$ cat config.mk
export PLATFORM = sky130hd
export DESIGN_NAME = decode_top
export DESIGN_NICKNAME = d
export VERILOG_FILES = /design/src/source/decode_pkg.sv /design/src/source/decoder_2ri12.sv /design/src/source/decoder_3r.sv /design/src/source/decode_stage.sv /design/src/source/decode_ctrl_regs.sv /design/src/source/decode_top.sv
export SDC_FILE = /design/constraint.sdc
export NUM_CORES = 1
export LEC_CHECK = 0
export BUFFER_PORTS_ARGS = -buffer_cell sky130_fd_sc_hd__buf_2
export CORE_MARGIN = 2
export CORE_UTILIZATION = 53
export CTS_BUF_LIST = sky130_fd_sc_hd__clkbuf_4 sky130_fd_sc_hd__clkbuf_8
export DETAILED_ROUTE_END_ITERATION = 8
export PLACE_DENSITY_LB_ADDON = 0.3
export SLEW_MARGIN = 20
export SYNTH_ARGS = -nofsm -noshare
export SYNTH_HDL_FRONTEND = slang
export SYNTH_SLANG_ARGS = --single-unit
$ cat constraint.sdc
create_clock -name clk -period 6.55 [get_ports clk]
set_input_delay 0.9825 -clock clk [delete_from_list [all_inputs] [get_ports clk]]
set_output_delay 0.9825 -clock clk [all_outputs]
set_load 0.01 [all_outputs]
$ cat src/source/decode_pkg.sv
package decode_pkg;

    // 2RI12 major opcodes, inst[31:22].
    localparam logic [9:0] OP_SLTI  = 10'h008;
    localparam logic [9:0] OP_SLTUI = 10'h009;
    localparam logic [9:0] OP_ADDIW = 10'h00a;
    localparam logic [9:0] OP_ANDI  = 10'h00d;
    localparam logic [9:0] OP_ORI   = 10'h00e;
    localparam logic [9:0] OP_XORI  = 10'h00f;
    localparam logic [9:0] OP_LDB   = 10'h0a0;
    localparam logic [9:0] OP_LDH   = 10'h0a1;
    localparam logic [9:0] OP_LDW   = 10'h0a2;
    localparam logic [9:0] OP_STB   = 10'h0a4;
    localparam logic [9:0] OP_STH   = 10'h0a5;
    localparam logic [9:0] OP_STW   = 10'h0a6;
    localparam logic [9:0] OP_LDBU  = 10'h0a8;
    localparam logic [9:0] OP_LDHU  = 10'h0a9;

    // 3R opcodes, inst[31:15].
    localparam logic [16:0] OP_ADDW = 17'h00020;
    localparam logic [16:0] OP_SUBW = 17'h00022;
    localparam logic [16:0] OP_SLT  = 17'h00024;
    localparam logic [16:0] OP_SLTU = 17'h00025;
    localparam logic [16:0] OP_NOR  = 17'h00028;
    localparam logic [16:0] OP_AND  = 17'h00029;
    localparam logic [16:0] OP_OR   = 17'h0002a;
    localparam logic [16:0] OP_XOR  = 17'h0002b;

    localparam logic [7:0] ALU_NOP   = 8'h00;
    localparam logic [7:0] ALU_SLTI  = 8'h01;
    localparam logic [7:0] ALU_SLTUI = 8'h02;
    localparam logic [7:0] ALU_ADDIW = 8'h03;
    localparam logic [7:0] ALU_ANDI  = 8'h04;
    localparam logic [7:0] ALU_ORI   = 8'h05;
    localparam logic [7:0] ALU_XORI  = 8'h06;
    localparam logic [7:0] ALU_LDB   = 8'h10;
    localparam logic [7:0] ALU_LDH   = 8'h11;
    localparam logic [7:0] ALU_LDW   = 8'h12;
    localparam logic [7:0] ALU_LDBU  = 8'h13;
    localparam logic [7:0] ALU_LDHU  = 8'h14;
    localparam logic [7:0] ALU_STB   = 8'h18;
    localparam logic [7:0] ALU_STH   = 8'h19;
    localparam logic [7:0] ALU_STW   = 8'h1a;
    localparam logic [7:0] ALU_ADDW  = 8'h20;
    localparam logic [7:0] ALU_SUBW  = 8'h21;
    localparam logic [7:0] ALU_SLT   = 8'h22;
    localparam logic [7:0] ALU_SLTU  = 8'h23;
    localparam logic [7:0] ALU_NOR   = 8'h24;
    localparam logic [7:0] ALU_AND   = 8'h25;
    localparam logic [7:0] ALU_OR    = 8'h26;
    localparam logic [7:0] ALU_XOR   = 8'h27;

    localparam logic [2:0] ALU_SEL_NOP        = 3'd0;
    localparam logic [2:0] ALU_SEL_ARITHMETIC = 3'd1;
    localparam logic [2:0] ALU_SEL_LOAD_STORE = 3'd2;

    localparam logic [5:0] EXC_INE = 6'h0d;

    // Control register map.
    localparam logic [1:0] CFG_CTRL       = 2'd0;
    localparam logic [1:0] CFG_DISPATCHED = 2'd1;
    localparam logic [1:0] CFG_ILLEGAL    = 2'd2;

    typedef union packed {
        struct packed {
            logic [9:0]  opcode;
            logic [11:0] i12;
            logic [4:0]  rj;
            logic [4:0]  rd;
        } fmt_2ri12;
        struct packed {
            logic [16:0] opcode;
            logic [4:0]  rk;
            logic [4:0]  rj;
            logic [4:0]  rd;
        } fmt_3r;
    } inst_word_u;

endpackage

$ cat src/source/decoder_2ri12.sv
`timescale 1ns/1ps

module decoder_2ri12 (
    input  decode_pkg::inst_word_u inst_i,
    output logic                   match_o,
    output logic [7:0]             aluop_o,
    output logic [2:0]             alusel_o,
    output logic                   reg_write_en_o,
    output logic [1:0]             reg_read_en_o,
    output logic [4:0]             reg_read_addr0_o,
    output logic [4:0]             reg_read_addr1_o,
    output logic [31:0]            imm_o
);
    import decode_pkg::*;

    logic [31:0] simm;
    logic [31:0] uimm;

    assign simm = {{20{inst_i.fmt_2ri12.i12[11]}}, inst_i.fmt_2ri12.i12};
    assign uimm = {20'b0, inst_i.fmt_2ri12.i12};

    always_comb begin
        // Most opcodes read rj, write rd and take the signed offset.
        match_o          = 1'b1;
        aluop_o          = ALU_NOP;
        alusel_o         = ALU_SEL_ARITHMETIC;
        reg_write_en_o   = 1'b1;
        reg_read_en_o    = 2'b01;
        reg_read_addr0_o = inst_i.fmt_2ri12.rj;
        reg_read_addr1_o = 5'b0;
        imm_o            = simm;

        case (inst_i.fmt_2ri12.opcode)
            OP_SLTI:  aluop_o = ALU_SLTI;
            OP_SLTUI: aluop_o = ALU_SLTUI;
            OP_ADDIW: aluop_o = ALU_ADDIW;
            OP_ANDI: begin
                aluop_o = ALU_ANDI;
                imm_o   = uimm;
            end
            OP_ORI: begin
                aluop_o = ALU_ORI;
                imm_o   = uimm;
            end
            OP_XORI: begin
                aluop_o = ALU_XORI;
                imm_o   = uimm;
            end
            OP_LDB, OP_LDH, OP_LDW, OP_LDBU, OP_LDHU: begin
                alusel_o = ALU_SEL_LOAD_STORE;
                case (inst_i.fmt_2ri12.opcode)
                    OP_LDB:  aluop_o = ALU_LDB;
                    OP_LDH:  aluop_o = ALU_LDH;
                    OP_LDW:  aluop_o = ALU_LDW;
                    OP_LDBU: aluop_o = ALU_LDBU;
                    default: aluop_o = ALU_LDHU;
                endcase
            end
            OP_STB, OP_STH, OP_STW: begin
                // Store data comes from rd.
                alusel_o         = ALU_SEL_LOAD_STORE;
                reg_write_en_o   = 1'b0;
                reg_read_en_o    = 2'b11;
                reg_read_addr1_o = inst_i.fmt_2ri12.rd;
                case (inst_i.fmt_2ri12.opcode)
                    OP_STB:  aluop_o = ALU_STB;
                    OP_STH:  aluop_o = ALU_STH;
                    default: aluop_o = ALU_STW;
                endcase
            end
            default: begin
                match_o          = 1'b0;
                alusel_o         = ALU_SEL_NOP;
                reg_write_en_o   = 1'b0;
                reg_read_en_o    = 2'b00;
                reg_read_addr0_o = 5'b0;
                imm_o            = 32'b0;
            end
        endcase
    end

endmodule

$ cat src/source/decoder_3r.sv
`timescale 1ns/1ps

module decoder_3r (
    input  decode_pkg::inst_word_u inst_i,
    output logic                   match_o,
    output logic [7:0]             aluop_o,
    output logic [2:0]             alusel_o,
    output logic                   reg_write_en_o,
    output logic [1:0]             reg_read_en_o,
    output logic [4:0]             reg_read_addr0_o,
    output logic [4:0]             reg_read_addr1_o,
    output logic [31:0]            imm_o
);
    import decode_pkg::*;

    // No immediate in this format.
    assign imm_o = 32'b0;

    always_comb begin
        match_o          = 1'b1;
        aluop_o          = ALU_NOP;
        alusel_o         = ALU_SEL_ARITHMETIC;
        reg_write_en_o   = 1'b1;
        reg_read_en_o    = 2'b11;
        reg_read_addr0_o = inst_i.fmt_3r.rj;
        reg_read_addr1_o = inst_i.fmt_3r.rk;

        case (inst_i.fmt_3r.opcode)
            OP_ADDW: aluop_o = ALU_ADDW;
            OP_SUBW: aluop_o = ALU_SUBW;
            OP_SLT:  aluop_o = ALU_SLT;
            OP_SLTU: aluop_o = ALU_SLTU;
            OP_NOR:  aluop_o = ALU_NOR;
            OP_AND:  aluop_o = ALU_AND;
            OP_OR:   aluop_o = ALU_OR;
            OP_XOR:  aluop_o = ALU_XOR;
            default: begin
                match_o          = 1'b0;
                alusel_o         = ALU_SEL_NOP;
                reg_write_en_o   = 1'b0;
                reg_read_en_o    = 2'b00;
                reg_read_addr0_o = 5'b0;
                reg_read_addr1_o = 5'b0;
            end
        endcase
    end

endmodule

$ cat src/source/decode_stage.sv
`timescale 1ns/1ps

module decode_stage (
    input  logic        clk,
    input  logic        rst_n_i,
    input  logic        inst_valid_i,
    output logic        inst_ready_o,
    input  logic [31:0] pc_i,
    input  logic [31:0] inst_i,
    input  logic        mem_en_i,
    output logic        dispatch_valid_o,
    input  logic        dispatch_ready_i,
    output logic [31:0] pc_o,
    output logic [31:0] inst_o,
    output logic [7:0]  aluop_o,
    output logic [2:0]  alusel_o,
    output logic        reg_write_en_o,
    output logic [4:0]  reg_write_addr_o,
    output logic [1:0]  reg_read_en_o,
    output logic [4:0]  reg_read_addr0_o,
    output logic [4:0]  reg_read_addr1_o,
    output logic [31:0] imm_o,
    output logic        is_exception_o,
    output logic [5:0]  exception_cause_o
);
    import decode_pkg::*;

    logic        m_ri, m_rr;
    logic [7:0]  op_ri, op_rr;
    logic [2:0]  sel_ri, sel_rr;
    logic        we_ri, we_rr;
    logic [1:0]  re_ri, re_rr;
    logic [4:0]  ra0_ri, ra0_rr;
    logic [4:0]  ra1_ri, ra1_rr;
    logic [31:0] imm_ri, imm_rr;

    logic        illegal;
    logic [7:0]  d_aluop;
    logic [2:0]  d_alusel;
    logic        d_we;
    logic [1:0]  d_re;
    logic [4:0]  d_ra0;
    logic [4:0]  d_ra1;
    logic [31:0] d_imm;
    logic        accept;

    decoder_2ri12 u_dec_2ri12 (
        .inst_i           (inst_i),
        .match_o          (m_ri),
        .aluop_o          (op_ri),
        .alusel_o         (sel_ri),
        .reg_write_en_o   (we_ri),
        .reg_read_en_o    (re_ri),
        .reg_read_addr0_o (ra0_ri),
        .reg_read_addr1_o (ra1_ri),
        .imm_o            (imm_ri)
    );

    decoder_3r u_dec_3r (
        .inst_i           (inst_i),
        .match_o          (m_rr),
        .aluop_o          (op_rr),
        .alusel_o         (sel_rr),
        .reg_write_en_o   (we_rr),
        .reg_read_en_o    (re_rr),
        .reg_read_addr0_o (ra0_rr),
        .reg_read_addr1_o (ra1_rr),
        .imm_o            (imm_rr)
    );

    // Opcode spaces are disjoint, so at most one decoder matches.
    assign illegal = !(m_ri || m_rr)
                     || (m_ri && sel_ri == ALU_SEL_LOAD_STORE && !mem_en_i);

    always_comb begin
        if (illegal) begin
            d_aluop  = ALU_NOP;
            d_alusel = ALU_SEL_NOP;
            d_we     = 1'b0;
            d_re     = 2'b00;
            d_ra0    = 5'b0;
            d_ra1    = 5'b0;
            d_imm    = 32'b0;
        end else if (m_ri) begin
            d_aluop  = op_ri;
            d_alusel = sel_ri;
            d_we     = we_ri;
            d_re     = re_ri;
            d_ra0    = ra0_ri;
            d_ra1    = ra1_ri;
            d_imm    = imm_ri;
        end else begin
            d_aluop  = op_rr;
            d_alusel = sel_rr;
            d_we     = we_rr;
            d_re     = re_rr;
            d_ra0    = ra0_rr;
            d_ra1    = ra1_rr;
            d_imm    = imm_rr;
        end
    end

    // Single output slot; refill when empty or draining.
    assign inst_ready_o = !dispatch_valid_o || dispatch_ready_i;
    assign accept       = inst_valid_i && inst_ready_o;

    always_ff @(posedge clk) begin
        if (!rst_n_i) begin
            dispatch_valid_o <= 1'b0;
        end else if (inst_ready_o) begin
            dispatch_valid_o <= inst_valid_i;
        end
    end

    always_ff @(posedge clk) begin
        if (accept) begin
            pc_o              <= pc_i;
            inst_o            <= inst_i;
            aluop_o           <= d_aluop;
            alusel_o          <= d_alusel;
            reg_write_en_o    <= d_we;
            reg_write_addr_o  <= inst_i[4:0];
            reg_read_en_o     <= d_re;
            reg_read_addr0_o  <= d_ra0;
            reg_read_addr1_o  <= d_ra1;
            imm_o             <= d_imm;
            is_exception_o    <= illegal;
            exception_cause_o <= illegal ? EXC_INE : 6'b0;
        end
    end

endmodule

$ cat src/source/decode_ctrl_regs.sv
`timescale 1ns/1ps

module decode_ctrl_regs (
    input  logic        clk,
    input  logic        rst_n_i,
    input  logic        cfg_we_i,
    input  logic [1:0]  cfg_addr_i,
    input  logic [31:0] cfg_wdata_i,
    output logic [31:0] cfg_rdata_o,
    input  logic        dispatch_valid_i,
    input  logic        dispatch_ready_i,
    input  logic        is_exception_i,
    output logic        mem_en_o
);
    import decode_pkg::*;

    logic        mem_en;
    logic [31:0] dispatched_cnt;
    logic [31:0] illegal_cnt;
    logic        fire;

    assign fire     = dispatch_valid_i && dispatch_ready_i;
    assign mem_en_o = mem_en;

    always_ff @(posedge clk) begin
        if (!rst_n_i) begin
            mem_en <= 1'b1;
        end else if (cfg_we_i && cfg_addr_i == CFG_CTRL) begin
            mem_en <= cfg_wdata_i[0];
        end
    end

    // Both counters wrap.
    always_ff @(posedge clk) begin
        if (!rst_n_i) begin
            dispatched_cnt <= 32'b0;
            illegal_cnt    <= 32'b0;
        end else if (fire) begin
            dispatched_cnt <= dispatched_cnt + 32'd1;
            if (is_exception_i) begin
                illegal_cnt <= illegal_cnt + 32'd1;
            end
        end
    end

    always_comb begin
        case (cfg_addr_i)
            CFG_CTRL:       cfg_rdata_o = {31'b0, mem_en};
            CFG_DISPATCHED: cfg_rdata_o = dispatched_cnt;
            CFG_ILLEGAL:    cfg_rdata_o = illegal_cnt;
            default:        cfg_rdata_o = 32'b0;
        endcase
    end

endmodule

$ cat src/source/decode_top.sv
`timescale 1ns/1ps

module decode_top (
    input  logic        clk,
    input  logic        rst_n_i,
    input  logic        inst_valid_i,
    output logic        inst_ready_o,
    input  logic [31:0] pc_i,
    input  logic [31:0] inst_i,
    output logic        dispatch_valid_o,
    input  logic        dispatch_ready_i,
    output logic [31:0] pc_o,
    output logic [31:0] inst_o,
    output logic [7:0]  aluop_o,
    output logic [2:0]  alusel_o,
    output logic        reg_write_en_o,
    output logic [4:0]  reg_write_addr_o,
    output logic [1:0]  reg_read_en_o,
    output logic [4:0]  reg_read_addr0_o,
    output logic [4:0]  reg_read_addr1_o,
    output logic [31:0] imm_o,
    output logic        is_exception_o,
    output logic [5:0]  exception_cause_o,
    input  logic        cfg_we_i,
    input  logic [1:0]  cfg_addr_i,
    input  logic [31:0] cfg_wdata_i,
    output logic [31:0] cfg_rdata_o
);

    logic mem_en;

    decode_stage u_stage (
        .clk               (clk),
        .rst_n_i           (rst_n_i),
        .inst_valid_i      (inst_valid_i),
        .inst_ready_o      (inst_ready_o),
        .pc_i              (pc_i),
        .inst_i            (inst_i),
        .mem_en_i          (mem_en),
        .dispatch_valid_o  (dispatch_valid_o),
        .dispatch_ready_i  (dispatch_ready_i),
        .pc_o              (pc_o),
        .inst_o            (inst_o),
        .aluop_o           (aluop_o),
        .alusel_o          (alusel_o),
        .reg_write_en_o    (reg_write_en_o),
        .reg_write_addr_o  (reg_write_addr_o),
        .reg_read_en_o     (reg_read_en_o),
        .reg_read_addr0_o  (reg_read_addr0_o),
        .reg_read_addr1_o  (reg_read_addr1_o),
        .imm_o             (imm_o),
        .is_exception_o    (is_exception_o),
        .exception_cause_o (exception_cause_o)
    );

    // Counters watch the dispatch handshake.
    decode_ctrl_regs u_ctrl (
        .clk              (clk),
        .rst_n_i          (rst_n_i),
        .cfg_we_i         (cfg_we_i),
        .cfg_addr_i       (cfg_addr_i),
        .cfg_wdata_i      (cfg_wdata_i),
        .cfg_rdata_o      (cfg_rdata_o),
        .dispatch_valid_i (dispatch_valid_o),
        .dispatch_ready_i (dispatch_ready_i),
        .is_exception_i   (is_exception_o),
        .mem_en_o         (mem_en)
    );

endmodule

==> results by group <==
Synth
  – Post-synth EDFFs: 99
  – Synth top area share: 0.416
  – Top area cells in the synthesized netlist: edfxtp_1 42%, dfxtp_1 18%, a22o_1 3.8%
  – Mapped Cells: 610
  – Post-Syn Area: 0.00715 mm^2
  – Post-synthesis cell type count: 53
  – Seq/Total Area, Yosys: 0.600
  – Async SR Flop Fraction: 0
  – Ys Warns: 0
  – Syn_area_per_cell: 11.7 um^2
  – Top_reg_cell synth: edfxtp_1
  – Seq cells post-synth: 165
  – Yosys top cell by area: edfxtp_1

STA
  – Clock skew: 0.00936 ns
  – Peak Freq: 305 MHz
  – RSZ-0062 raised after global routing: false
  – Crit path time final: 3.28 ns
  – Relative slew slack: 0.296
  – Slew Viols, Final: 0
  – Final setup fails: 0
  – Worst-Margin Slew: 1.05 ns
  – Fin Setup TNS: 0 ns
  – Setup WS post-layout: 3.27 ns
  – Final Hold Vio Count: 0
  – Tcrit/Tclk final: 0.500

Critical path
  – Worst path cell trace: buf_2 > nor2b_4 > nand2_1 > o21ai_0 > buf_2
  – Worst flop-to-flop path startpoint: u_stage.dispatch_valid_o
  – Worst R2R Path Depth: 3
  – Worst setup path start: cfg_addr_i[0]
  – Worst setup SP type: input pin
  – CP Buf/Inv Count: 2
  – CP peak stage delay: 0.66 ns
  – Critical Path RT: 5.57 ns
  – Largest fanout on the critical path: 32
  – Endpoint type of the worst setup path: output pin
  – WS Path Type: input pin to output pin
  – CP dominant cell by count: buf_2
  – CP top delay family: simple AND/OR/NAND/NOR gates
  – CP arrival: 2.29 ns
  – Slowest CP cell: nor2b_4
  – WP depth: 5

Route
  – Wire per inst: 16.5 um
  – Via count: 5329
  – Final ANT Viol Nets: 0
  – Via/cell ratio: 5.35
  – Initial drt markers: 355
  – Total Wirelength: 16400 um
  – DR pass1 iterations: 4
  – DRC: 0

Floorplanning
  – Starting Density: 0.542
  – Row count: 42
  – Die Area: 0.0144 mm^2
  – Io pins: 269
  – Die height: 120 um
  – Die width: 120 um
  – CORE AREA: 0.0132 mm^2

Final layout
  – Non-filler instance count after layout: 997
  – Area Growth Syn to Fin: 20.4%
  – Fin nets: 912
  – Ratio of cells with drive above 1 in the final layout: 0.357

Power
  – Total internal power: 1.54 mW
  – Sw Share: 0.238
  – Sw Pwr: 0.480 mW
  – PD cells: 234 mW/mm^2
  – Max VDD drop: 140 uV
  – LEAKAGE: 3.48 nW
  – Final Power: 2.02 mW
  – Comb pwr share: 0.073
  – Clock share of power: 0.357
  – Reg power frac: 0.570

Place
  – Pre-CTS setup slack: 3.31 ns
  – GPL Wtd Cong: 0.884
  – Dpl cells: 964
  – Port Buffers: 231
  – DP Wirelength: 11900 um

Global route
  – GR Overflow Total: 0
  – All-Layer GR Usage: 0.223
  – Global-route wire length before repair: 24900 um
  – Vias in the first global route: 4933
  – Largest net degree at the start of global routing: 76
  – Initial antenna violation count: 1

Min path
  – Hold path startpoint: u_ctrl.illegal_cnt[31]
  – Hold WC Path Type: flip-flop to flip-flop
  – Hold Path Stages: 2

CTS
  – Clock Pin Slew Worst Setup and Hold Paths: 0.08 ns
  – Root Buffer: clkbuf_8
  – Post-cts sizing count: 0
  – CTS H-tree depth: 4
  – # hold bufs at CTS: 0
  – CTS tree: done
  – Setup bufs post-CTS: 0
  – Total clock sinks: 165
  – Clk Latency, worst-skew pair: 0.44 ns
  – Clk buf depth: 2
  – Num CTS Buffers: 17

Run
  – Max_cap viols: 0

Status
  – Status: complete, no violations
-- per-layer routing --
| metal | GRT usage | part of all wire | vias up |
|---|---|---|---|
| met4 | 0.0934 | 0.017 | 0 |
| li1 | - | - | 2550 |
| met3 | 0.0519 | 0.070 | 21 |
| met1 | 0.274 | 0.41 | 2554 |
| met5 | 0 | 0 | - |
| met2 | 0.379 | 0.51 | 204 |
-- power groups by stage --
stage          clock, mW  sequential (mW)  combinational, mW
5_1_grt            0.775             1.15              0.160
2_1_floorplan          0             1.20             0.0594
3_5_place_dp           0             1.17              0.149
3_3_place_gp           0             1.17              0.145
4_1_cts            0.738             1.15              0.149
6_report           0.720             1.15              0.147
-- Yosys cell counts, types with 10 or more instances --
cell,n
clkbuf_1,16
a22o_1,31
o21ai_0,13
a21oi_1,12
nand3_1,30
xor2_1,29
xnor2_1,25
nand4_1,18
dfxtp_1,66
nor4_1,10
buf_4,34
nor2_1,69
edfxtp_1,99
and2_1,18
nand2_1,26
-- cell usage in the layout (no fill, tap or decap), types with 3 or more instances in the layout --
cell,n
and4_1,8
a22o_1,31
nor2_2,4
conb_1,6
mux2i_1,3
edfxtp_1,99
nand4_1,18
dfxtp_1,66
and3_1,9
a32o_1,5
nor3_1,8
inv_1,9
nor4_1,10
nand3_1,30
buf_2,231
nor2_1,69
a21oi_2,3
and2_1,17
nor2b_2,4
nor4_4,3
nand2b_1,6
clkinv_4,5
nand2_1,26
nand4_2,3
or3_1,8
nor3b_1,3
clkbuf_8,17
a21oi_1,12
xnor2_1,25
xor2_1,29
o21ai_0,13
-- final timing paths --
check                                                   end  slack, ns
worst max register to register  u_stage.reg_read_addr0_o[2]       4.43
worst max-delay path                         cfg_rdata_o[0]       3.27
worst min register to register       u_ctrl.illegal_cnt[31]       0.49
worst min-delay path                 u_ctrl.illegal_cnt[31]       0.49
-- tightest hold or removal path: stages, from the launching register on --
cell and delay (ns):
dfxtp_1 0.33, o21ai_0 0.07, a21oi_1 0.05
-- stage by stage --
step                instance area, um^2  hold slack (ns)   util
global route                       8610            0.537  0.653
global placement                   8200            0.476  0.622
detailed placement                 8210            0.488  0.623
CTS                                8610            0.500  0.653
floorplan                          7170            0.458      -
finish                             8610            0.490  0.653
-- layout make-up --
type / instances / area (um^2)
fill: 1053 / 4580
timing repair buffer: 233 / 1170
antenna: 1 / 2.50
clock buffer: 18 / 241
multi-input combinational: 380 / 2490
sequential: 165 / 4290
tap: 176 / 220
clock inverter: 14 / 154
inverter: 10 / 37.5
-- state kept, by name (all words and copies together) (netlist names) --
| signal | cells |
|---|---|
| u_stage.inst_o | 28 |
| u_stage.reg_write_addr_o | 4 |
| u_stage.dispatch_valid_o | 1 |
| u_stage.reg_read_addr1_o | 5 |
| u_ctrl.dispatched_cnt | 32 |
| u_stage.reg_read_addr0_o | 5 |
| u_stage.reg_read_en_o | 2 |
| u_stage.reg_write_en_o | 1 |
| u_stage.exception_cause_o | 1 |
| u_ctrl.mem_en_o | 1 |
| u_stage.imm_o | 13 |
| u_stage.aluop_o | 6 |
| u_stage.alusel_o | 2 |
| u_stage.pc_o | 32 |
| u_ctrl.illegal_cnt | 32 |
-- logic make-up after synthesis --
group,count (synthesis),synth area share
AO/OA/AOI/OAI,72,0.0784
multiplexers,3,0.00420
XOR/XNOR,54,0.0661
buffers and inverters,70,0.0568
flip-flops,165,0.600
other,1,0.000524
AND/OR/NAND/NOR,243,0.190
adder cells (fa/ha/maj),2,0.00350
Power figures use the tool's default switching activity.
